### config.mk
export PLATFORM = sky130hd
export DESIGN_NAME = rob_core_top
export DESIGN_NICKNAME = d
export VERILOG_FILES = /design/src/rtl/rob_core_pkg.sv /design/src/rtl/dispatch_queue.sv /design/src/rtl/exec_unit.sv /design/src/rtl/rob.sv /design/src/rtl/rob_core_top.sv
export SDC_FILE = /design/constraint.sdc
export NUM_CORES = 2
export LEC_CHECK = 0
export ABC_AREA = 1
export BUFFER_PORTS_ARGS = -buffer_cell sky130_fd_sc_hd__buf_2
export CAP_MARGIN = 20
export CORE_UTILIZATION = 56
export CTS_BUF_LIST = sky130_fd_sc_hd__clkbuf_4 sky130_fd_sc_hd__clkbuf_8
export DETAILED_ROUTE_END_ITERATION = 7
export PLACE_DENSITY = 0.82
export SYNTH_ARGS = -nofsm -noshare
export SYNTH_HDL_FRONTEND = slang
export SYNTH_HIERARCHICAL = 1
export SYNTH_SLANG_ARGS = --single-unit
export TNS_END_PERCENT = 1
### constraint.sdc
create_clock -name clk -period 9.5 [get_ports clk]
set_input_delay 0 -clock clk [delete_from_list [all_inputs] [get_ports clk]]
set_output_delay 0 -clock clk [all_outputs]
set_load 0.01 [all_outputs]
### src/rtl/rob_core_pkg.sv
package rob_core_pkg;

    localparam int xlen = 32;
    localparam int rd_w = 5;

    typedef enum logic [2:0] {
        op_add = 3'd0,
        op_sub = 3'd1,
        op_xor = 3'd2,
        op_mul = 3'd3,
        op_jal = 3'd4,
        op_beq = 3'd5
    } op_t;

    typedef enum logic {
        st_run   = 1'b0,
        st_flush = 1'b1
    } rob_state_t;

    // execution cycles per opcode
    function automatic logic [2:0] op_latency(input op_t op);
        case (op)
            op_sub, op_beq: return 3'd2;
            op_mul:         return 3'd4;
            default:        return 3'd1;
        endcase
    endfunction

    function automatic logic [xlen-1:0] calc_data(input op_t op, input logic [xlen-1:0] a,
                                                  input logic [xlen-1:0] b,
                                                  input logic [xlen-1:0] pc);
        case (op)
            op_add:  return a + b;
            op_sub:  return a - b;
            op_xor:  return a ^ b;
            op_mul:  return a * b;
            op_jal:  return pc + xlen'(4);
            default: return '0;
        endcase
    endfunction

    // next pc after the instruction resolves
    function automatic logic [xlen-1:0] calc_jpc(input op_t op, input logic [xlen-1:0] a,
                                                 input logic [xlen-1:0] b,
                                                 input logic [xlen-1:0] pc);
        case (op)
            op_jal:  return pc + a;
            op_beq:  return (a == b) ? pc + b : pc + xlen'(4);
            default: return pc + xlen'(4);
        endcase
    endfunction

endpackage

### src/rtl/dispatch_queue.sv
`timescale 1ns/100ps

module dispatch_queue import rob_core_pkg::*; #(
    parameter int DQ_DEPTH   = 4,
    parameter int ROB_DEPTH  = 8,
    parameter int EXEC_SLOTS = 3
) (
    input  logic            clk,
    input  logic            rst_n,
    input  logic            in_valid,
    input  op_t             in_op,
    input  logic [rd_w-1:0] in_rd,
    input  logic [xlen-1:0] in_a,
    input  logic [xlen-1:0] in_b,
    input  logic [xlen-1:0] in_pc,
    input  logic            rob_credit,
    input  logic            exec_credit,
    input  logic            flush,
    output logic            in_credit,
    output logic            dq_issue,
    output op_t             dq_op,
    output logic [rd_w-1:0] dq_rd,
    output logic [xlen-1:0] dq_a,
    output logic [xlen-1:0] dq_b,
    output logic [xlen-1:0] dq_pc
);

    localparam int ptr_w = (DQ_DEPTH > 1) ? $clog2(DQ_DEPTH) : 1;
    localparam int cnt_w = $clog2(DQ_DEPTH + 1);
    localparam int rc_w  = $clog2(ROB_DEPTH + 1);
    localparam int ec_w  = $clog2(EXEC_SLOTS + 1);

    op_t             q_op [DQ_DEPTH];
    logic [rd_w-1:0] q_rd [DQ_DEPTH];
    logic [xlen-1:0] q_a  [DQ_DEPTH];
    logic [xlen-1:0] q_b  [DQ_DEPTH];
    logic [xlen-1:0] q_pc [DQ_DEPTH];

    logic [ptr_w-1:0] head;
    logic [ptr_w-1:0] tail;
    logic [cnt_w-1:0] count;
    logic [rc_w-1:0]  rob_cnt;
    logic [ec_w-1:0]  exec_cnt;
    logic             wr;

    // depth need not be a power of two
    function automatic logic [ptr_w-1:0] ptr_next(input logic [ptr_w-1:0] p);
        return (p == ptr_w'(DQ_DEPTH - 1)) ? '0 : p + ptr_w'(1);
    endfunction

    assign wr       = in_valid && !flush;
    assign dq_issue = (count != '0) && (rob_cnt != '0) && (exec_cnt != '0) && !flush;

    assign dq_op = q_op[head];
    assign dq_rd = q_rd[head];
    assign dq_a  = q_a[head];
    assign dq_b  = q_b[head];
    assign dq_pc = q_pc[head];

    always_ff @(posedge clk or negedge rst_n) begin
        if (!rst_n) begin
            head      <= '0;
            tail      <= '0;
            count     <= '0;
            rob_cnt   <= rc_w'(ROB_DEPTH);
            exec_cnt  <= ec_w'(EXEC_SLOTS);
            in_credit <= 1'b0;
        end else if (flush) begin
            // rob and exec drain in the same cycle
            head      <= '0;
            tail      <= '0;
            count     <= '0;
            rob_cnt   <= rc_w'(ROB_DEPTH);
            exec_cnt  <= ec_w'(EXEC_SLOTS);
            in_credit <= 1'b0;
        end else begin
            in_credit <= dq_issue;
            if (wr) begin
                tail <= ptr_next(tail);
            end
            if (dq_issue) begin
                head <= ptr_next(head);
            end
            count    <= count + cnt_w'(wr) - cnt_w'(dq_issue);
            rob_cnt  <= rob_cnt + rc_w'(rob_credit) - rc_w'(dq_issue);
            exec_cnt <= exec_cnt + ec_w'(exec_credit) - ec_w'(dq_issue);
        end
    end

    always_ff @(posedge clk) begin
        if (wr) begin
            q_op[tail] <= in_op;
            q_rd[tail] <= in_rd;
            q_a[tail]  <= in_a;
            q_b[tail]  <= in_b;
            q_pc[tail] <= in_pc;
        end
    end

endmodule

### src/rtl/exec_unit.sv
`timescale 1ns/100ps

module exec_unit import rob_core_pkg::*; #(
    parameter int EXEC_SLOTS = 3
) (
    input  logic            clk,
    input  logic            rst_n,
    input  logic            dq_issue,
    input  op_t             dq_op,
    input  logic [xlen-1:0] dq_a,
    input  logic [xlen-1:0] dq_b,
    input  logic [xlen-1:0] dq_pc,
    input  logic            flush,
    output logic            exec_credit,
    output logic            cmpl_valid,
    output logic [xlen-1:0] cmpl_pc,
    output logic [xlen-1:0] cmpl_data,
    output logic [xlen-1:0] cmpl_jpc
);

    localparam int slot_w = (EXEC_SLOTS > 1) ? $clog2(EXEC_SLOTS) : 1;

    logic [EXEC_SLOTS-1:0] busy;
    logic [2:0]            cnt       [EXEC_SLOTS];
    logic [xlen-1:0]       slot_pc   [EXEC_SLOTS];
    logic [xlen-1:0]       slot_data [EXEC_SLOTS];
    logic [xlen-1:0]       slot_jpc  [EXEC_SLOTS];

    logic              free_found;
    logic              done_found;
    logic [slot_w-1:0] free_idx;
    logic [slot_w-1:0] done_idx;

    // scan downward so the lowest index wins
    always_comb begin
        free_found = 1'b0;
        done_found = 1'b0;
        free_idx   = '0;
        done_idx   = '0;
        for (int i = EXEC_SLOTS - 1; i >= 0; i--) begin
            if (!busy[i]) begin
                free_found = 1'b1;
                free_idx   = slot_w'(i);
            end
            if (busy[i] && cnt[i] == 3'd0) begin
                done_found = 1'b1;
                done_idx   = slot_w'(i);
            end
        end
    end

    always_ff @(posedge clk or negedge rst_n) begin
        if (!rst_n) begin
            busy        <= '0;
            cmpl_valid  <= 1'b0;
            exec_credit <= 1'b0;
            for (int i = 0; i < EXEC_SLOTS; i++) begin
                cnt[i] <= 3'd0;
            end
        end else if (flush) begin
            busy        <= '0;
            cmpl_valid  <= 1'b0;
            exec_credit <= 1'b0;
        end else begin
            cmpl_valid  <= done_found;
            exec_credit <= done_found;
            for (int i = 0; i < EXEC_SLOTS; i++) begin
                if (busy[i] && cnt[i] != 3'd0) begin
                    cnt[i] <= cnt[i] - 3'd1;
                end
            end
            if (done_found) begin
                busy[done_idx] <= 1'b0;
            end
            // result is ready once the countdown hits zero
            if (dq_issue && free_found) begin
                busy[free_idx] <= 1'b1;
                cnt[free_idx]  <= op_latency(dq_op) - 3'd1;
            end
        end
    end

    always_ff @(posedge clk) begin
        if (dq_issue && free_found) begin
            slot_pc[free_idx]   <= dq_pc;
            slot_data[free_idx] <= calc_data(dq_op, dq_a, dq_b, dq_pc);
            slot_jpc[free_idx]  <= calc_jpc(dq_op, dq_a, dq_b, dq_pc);
        end
        if (done_found) begin
            cmpl_pc   <= slot_pc[done_idx];
            cmpl_data <= slot_data[done_idx];
            cmpl_jpc  <= slot_jpc[done_idx];
        end
    end

endmodule

### src/rtl/rob.sv
`timescale 1ns/100ps

module rob import rob_core_pkg::*; #(
    parameter int ROB_DEPTH = 8
) (
    input  logic            clk,
    input  logic            rst_n,
    input  logic            dq_issue,
    input  logic [rd_w-1:0] dq_rd,
    input  logic [xlen-1:0] dq_pc,
    input  logic            cmpl_valid,
    input  logic [xlen-1:0] cmpl_pc,
    input  logic [xlen-1:0] cmpl_data,
    input  logic [xlen-1:0] cmpl_jpc,
    output logic            rob_credit,
    output logic            commit_valid,
    output logic [xlen-1:0] commit_pc,
    output logic [rd_w-1:0] commit_rd,
    output logic [xlen-1:0] commit_data,
    output logic            redirect_valid,
    output logic [xlen-1:0] redirect_pc
);

    localparam int ptr_w = $clog2(ROB_DEPTH);

    rob_state_t state;

    logic [ptr_w-1:0] head;
    logic [ptr_w-1:0] tail;

    logic [ROB_DEPTH-1:0] e_valid;
    logic [ROB_DEPTH-1:0] e_fin;
    logic [xlen-1:0]      e_pc   [ROB_DEPTH];
    logic [rd_w-1:0]      e_rd   [ROB_DEPTH];
    logic [xlen-1:0]      e_data [ROB_DEPTH];
    logic [xlen-1:0]      e_jpc  [ROB_DEPTH];

    logic [ROB_DEPTH-1:0] hit;
    logic                 retire;
    logic                 mispredict;

    // pcs in flight are unique, so at most one entry hits
    always_comb begin
        for (int i = 0; i < ROB_DEPTH; i++) begin
            hit[i] = cmpl_valid && e_valid[i] && (e_pc[i] == cmpl_pc);
        end
    end

    assign retire     = (state == st_run) && e_valid[head] && e_fin[head];
    assign mispredict = e_jpc[head] != e_pc[head] + xlen'(4);

    assign redirect_valid = (state == st_flush);

    always_ff @(posedge clk or negedge rst_n) begin
        if (!rst_n) begin
            state        <= st_run;
            head         <= '0;
            tail         <= '0;
            e_valid      <= '0;
            e_fin        <= '0;
            commit_valid <= 1'b0;
            rob_credit   <= 1'b0;
        end else if (state == st_flush) begin
            // drop everything younger than the redirecting instruction
            state        <= st_run;
            head         <= '0;
            tail         <= '0;
            e_valid      <= '0;
            e_fin        <= '0;
            commit_valid <= 1'b0;
            rob_credit   <= 1'b0;
        end else begin
            commit_valid <= retire;
            rob_credit   <= retire;
            for (int i = 0; i < ROB_DEPTH; i++) begin
                if (hit[i]) begin
                    e_fin[i] <= 1'b1;
                end
            end
            if (retire) begin
                e_valid[head] <= 1'b0;
                head          <= head + ptr_w'(1);
                if (mispredict) begin
                    state <= st_flush;
                end
            end
            // credits keep tail off a live entry
            if (dq_issue) begin
                e_valid[tail] <= 1'b1;
                e_fin[tail]   <= 1'b0;
                tail          <= tail + ptr_w'(1);
            end
        end
    end

    always_ff @(posedge clk) begin
        if (state == st_run) begin
            for (int i = 0; i < ROB_DEPTH; i++) begin
                if (hit[i]) begin
                    e_data[i] <= cmpl_data;
                    e_jpc[i]  <= cmpl_jpc;
                end
            end
            if (dq_issue) begin
                e_pc[tail] <= dq_pc;
                e_rd[tail] <= dq_rd;
            end
        end
        if (retire) begin
            commit_pc   <= e_pc[head];
            commit_rd   <= e_rd[head];
            commit_data <= e_data[head];
            redirect_pc <= e_jpc[head];
        end
    end

endmodule

### src/rtl/rob_core_top.sv
`timescale 1ns/100ps

module rob_core_top import rob_core_pkg::*; #(
    parameter int DQ_DEPTH   = 4,
    parameter int ROB_DEPTH  = 8,
    parameter int EXEC_SLOTS = 3
) (
    input  logic            clk,
    input  logic            rst_n,
    input  logic            in_valid,
    input  op_t             in_op,
    input  logic [rd_w-1:0] in_rd,
    input  logic [xlen-1:0] in_a,
    input  logic [xlen-1:0] in_b,
    input  logic [xlen-1:0] in_pc,
    output logic            in_credit,
    output logic            commit_valid,
    output logic [xlen-1:0] commit_pc,
    output logic [rd_w-1:0] commit_rd,
    output logic [xlen-1:0] commit_data,
    output logic            redirect_valid,
    output logic [xlen-1:0] redirect_pc
);

    logic            rob_credit;
    logic            exec_credit;
    logic            dq_issue;
    op_t             dq_op;
    logic [rd_w-1:0] dq_rd;
    logic [xlen-1:0] dq_a;
    logic [xlen-1:0] dq_b;
    logic [xlen-1:0] dq_pc;
    logic            cmpl_valid;
    logic [xlen-1:0] cmpl_pc;
    logic [xlen-1:0] cmpl_data;
    logic [xlen-1:0] cmpl_jpc;

    dispatch_queue #(
        .DQ_DEPTH   (DQ_DEPTH),
        .ROB_DEPTH  (ROB_DEPTH),
        .EXEC_SLOTS (EXEC_SLOTS)
    ) i_dispatch_queue (
        .clk         (clk),
        .rst_n       (rst_n),
        .in_valid    (in_valid),
        .in_op       (in_op),
        .in_rd       (in_rd),
        .in_a        (in_a),
        .in_b        (in_b),
        .in_pc       (in_pc),
        .rob_credit  (rob_credit),
        .exec_credit (exec_credit),
        .flush       (redirect_valid),
        .in_credit   (in_credit),
        .dq_issue    (dq_issue),
        .dq_op       (dq_op),
        .dq_rd       (dq_rd),
        .dq_a        (dq_a),
        .dq_b        (dq_b),
        .dq_pc       (dq_pc)
    );

    exec_unit #(
        .EXEC_SLOTS (EXEC_SLOTS)
    ) i_exec_unit (
        .clk         (clk),
        .rst_n       (rst_n),
        .dq_issue    (dq_issue),
        .dq_op       (dq_op),
        .dq_a        (dq_a),
        .dq_b        (dq_b),
        .dq_pc       (dq_pc),
        .flush       (redirect_valid),
        .exec_credit (exec_credit),
        .cmpl_valid  (cmpl_valid),
        .cmpl_pc     (cmpl_pc),
        .cmpl_data   (cmpl_data),
        .cmpl_jpc    (cmpl_jpc)
    );

    rob #(
        .ROB_DEPTH (ROB_DEPTH)
    ) i_rob (
        .clk            (clk),
        .rst_n          (rst_n),
        .dq_issue       (dq_issue),
        .dq_rd          (dq_rd),
        .dq_pc          (dq_pc),
        .cmpl_valid     (cmpl_valid),
        .cmpl_pc        (cmpl_pc),
        .cmpl_data      (cmpl_data),
        .cmpl_jpc       (cmpl_jpc),
        .rob_credit     (rob_credit),
        .commit_valid   (commit_valid),
        .commit_pc      (commit_pc),
        .commit_rd      (commit_rd),
        .commit_data    (commit_data),
        .redirect_valid (redirect_valid),
        .redirect_pc    (redirect_pc)
    );

endmodule

==> run metrics <==
status=complete, no violations; die area=0.1763 mm2; HPWL Detailed=between 200,000 and 250,000 um; Die X=419.9 um; routed len/inst=roughly 27 um; unrepaired setup endpoints after global routing=false; Reg clk slew, reported paths=around 0.070 ns; Starting Density=around 56%; Async SR Flop Fraction=2.898%; Worst-Margin Slew=1.212 ns; CP Class=reg2reg; synthesis-to-finish area growth=12.31%; pin count of the biggest net entering global routing=~190; total gr overflow=0; Tmin final=roughly 9.0 ns; Synth Warn #=6; Cells after Synth=slightly below 10,000; final slew viol count=0; Post-DP Area=roughly 0.10 mm2; final setup fails=0; GRT Total Usage=between 30% and 40%; vias in the first global route=about 77,000; critical path fanouts, max=about 100; sequential share of the synthesized area=between 50% and 60%; Fin Clk Skew=around 0.14 ns; CP Data Arrival Time=just under 10 ns; Max IR drop VDD=between 1 and 1.5 mV; TritonRoute pass-1 iters=7; # IOs=approximately 210; vias=around 79,000; WL final=roughly 340,000 um; syn_area_per_cell=10.04 um2; Fill cells=~13,000; fin area=~0.11 mm2; drt first-iter violations=approximately 11,000; CP max-delay cell=o21ai_0; row count=around 150; Num CTS Buffers=roughly 300; Peak Freq=about 110 MHz; Net Count, Synth=approximately 11,000; Yosys reg bits=1,760; relative slew slack=19.21%; Core Footprint=0.1736 mm2; vias per cell=~6; DRC viols=0; initial antenna violation count=28; fin crit share=a little over nine tenths; clk buf depth=4; # Max-Cap Violations=0; Layout Nets=11,040; post-synth top area share=52.47%; Distinct cells, synth=76; port bufs=between 200 and 250; worst setup margin=between 0.4 and 0.5 ns; die height=between 400 and 500 um; Worst Path Buf+Inv=6; H-Tree Depth=5; Post-synth EDFFs=between 1,500 and 2,000; Commonest cells post-synth=nand2_1 (2,095), edfxtp_1 (1,709), inv_1 (1,403), nor2_1 (867), o21ai_0 (578); startpoint types=flip-flop; Fin. Hold Viols=0; Cell Area, Synth=between 0.09 and 0.1 mm2; Setup WS pre-CTS=0.7542 ns; clk root buf=clkbuf_8; synth top area cells=edfxtp_1 (52%), fa_1 (8.5%), nand2_1 (8.0%); CP most frequent cell=fa_1; CTS Sinks=1,760; HP Class=in2reg; antenna-violating nets left=0; crit end category=flip-flop; Storage cell area=approximately 0.053 mm2; CTS tree=yes; area of the multi-input gates=between 0.03 and 0.04 mm2; WP data required=slightly above 10 ns; Setup TNS Final=0 ns; most frequent cell after synthesis=nand2_1; Power per Cell Area=approximately 400 mW/mm2; first-pass GRT wire length=494,500 um; clk_lat worst skew=about 1.1 ns; P_leak=46.01 nW; number of gates resized after CTS=0; GP Congestion=~1.1; CP top delay family=adder cells; postcts setup bufs=0; slowest stage delay, CP=0.58 ns; layout cells sized above 1=around 11%; Synth area leader=edfxtp_1; Main synth FF type=edfxtp_1
repair_timing:
action / CTS / global route
hold endpoints to repair: 550 / 0
setup endpoints to repair: 0 / 0
hold buffers: 212 / 0
cell usage in the layout, fill, tap and decap left out, types with 44 or more instances in the layout:
master | Yosys | routed
o211ai_1 | 100 | 100
a31oi_1 | 119 | 119
nor3_1 | 75 | 66
nor2_1 | 867 | 851
dfrtp_1 | 48 | 44
o21ai_0 | 578 | 578
clkinv_1 | 5 | 62
o22ai_2 | 0 | 54
dlygate4sd3_1 | 0 | 212
xor2_1 | 113 | 113
clkbuf_8 | 0 | 308
nand4_1 | 84 | 84
xnor2_1 | 48 | 48
edfxtp_1 | 1709 | 1709
fa_1 | 414 | 414
o21ai_1 | 55 | 55
inv_1 | 1403 | 1401
nand3_1 | 379 | 377
clkbuf_4 | 0 | 93
o22ai_1 | 250 | 179
buf_2 | 94 | 210
buf_4 | 31 | 205
a21oi_1 | 275 | 275
ha_1 | 271 | 271
nand2_1 | 2095 | 2095
cell type report:
type / count / area share [%]
Multi-Input combinational cell: 6107 / 34.92
Antenna cell: 25 / 0.05696
Tap cell: 2325 / 2.648
Clock buffer: 401 / 4.495
Sequential cell: 1760 / 47.90
Clock inverter: 102 / 0.6140
Timing Repair Buffer: 633 / 4.399
Inverter: 1447 / 4.971
worst paths after layout:
check                      cells past startpoint                                     end  slack, ns                            startpoint
min in group asynchronous                      4                i_rob/e_fin[2]$_DFF_PN0_       0.24                                 rst_n
max                                           26  i_exec_unit/slot_data[1][25]$_DFFE_PP_       0.46  i_dispatch_queue/head[0]$_DFFE_PN0P_
min                                            4    i_dispatch_queue/tail[0]$_DFFE_PN0P_       0.23                              in_valid
max reg2reg                                   26  i_exec_unit/slot_data[1][25]$_DFFE_PP_       0.46  i_dispatch_queue/head[0]$_DFFE_PN0P_
max in group asynchronous                      4    i_dispatch_queue/head[1]$_DFFE_PN0P_       8.48                                 rst_n
min reg2reg                                    2                i_rob/e_fin[7]$_DFF_PN0_       0.54              i_rob/e_fin[7]$_DFF_PN0_
power by group:
group          internal [W]  switching (W)  total (W)
Combinational       0.00985         0.0179     0.0278
Sequential          0.00906      0.0000681    0.00913
Clock               0.00358        0.00310    0.00667
logic make-up (layout without fill, tap and decap cells):
family          after synthesis  after routing  synth area share [%]
simple gates               3684           3684                 15.59
buf+inv                    1871           2583                 7.767
flops                      1760           1760                 53.78
compound gates             1576           1576                 9.462
fa+ha+maj                   685            685                 11.94
xor+xnor                    162            162                 1.458
other cells                   0             25                     0
per-stage QoR:
stage	utilization, %	std cells	power (W)	hold slack, ns
6_report	63.26	12800	0.04358	0.2308
5_1_grt	63.25	12790	0.04673	0.2076
4_1_cts	63.22	12770	0.04281	0.1351
3_5_place_dp	58.77	12060	0.03614	0.2088
3_3_place_gp	58.75	12060	0.03587	0.2034
2_1_floorplan	-	9738	0.02884	-0.2956
registers in the layout, summed over array words and instances, names as in the netlist, 128 cells and up:
name	count
i_rob/e_data	256
i_rob/e_jpc	256
i_rob/e_pc	256
i_dispatch_queue/q_a	128
i_dispatch_queue/q_b	128
i_dispatch_queue/q_pc	128
per-layer routing:
| metal | share of wire (%) | global-route usage (%) |
|---|---|---|
| met1 | 37 | 51.28 |
| met2 | 44 | 58.58 |
| met3 | 13 | 9.755 |
| met4 | 6.1 | 19.88 |
| met5 | 0.031 | 0 |
worst reg2reg max path, stage by stage (launching register included):
cell       delay, ns
dfrtp_4         0.52
inv_6           0.52
buf_4           0.47
o21ai_0         0.20
o22ai_4         0.49
buf_4           0.39
nand2_1         0.10
inv_1           0.07
fa_1            0.42
fa_1            0.41
fa_1            0.50
inv_1           0.05
fa_1            0.47
inv_1           0.05
fa_1            0.45
ha_1            0.30
fa_1            0.52
fa_1            0.42
ha_1            0.39
a21oi_1         0.24
nand2_1         0.11
a21oi_1         0.27
nand3_1         0.20
nand2_1         0.10
nand3_1         0.08
o21ai_0         0.58
o2111ai_1       0.34
(Power assumes the default switching activity.)
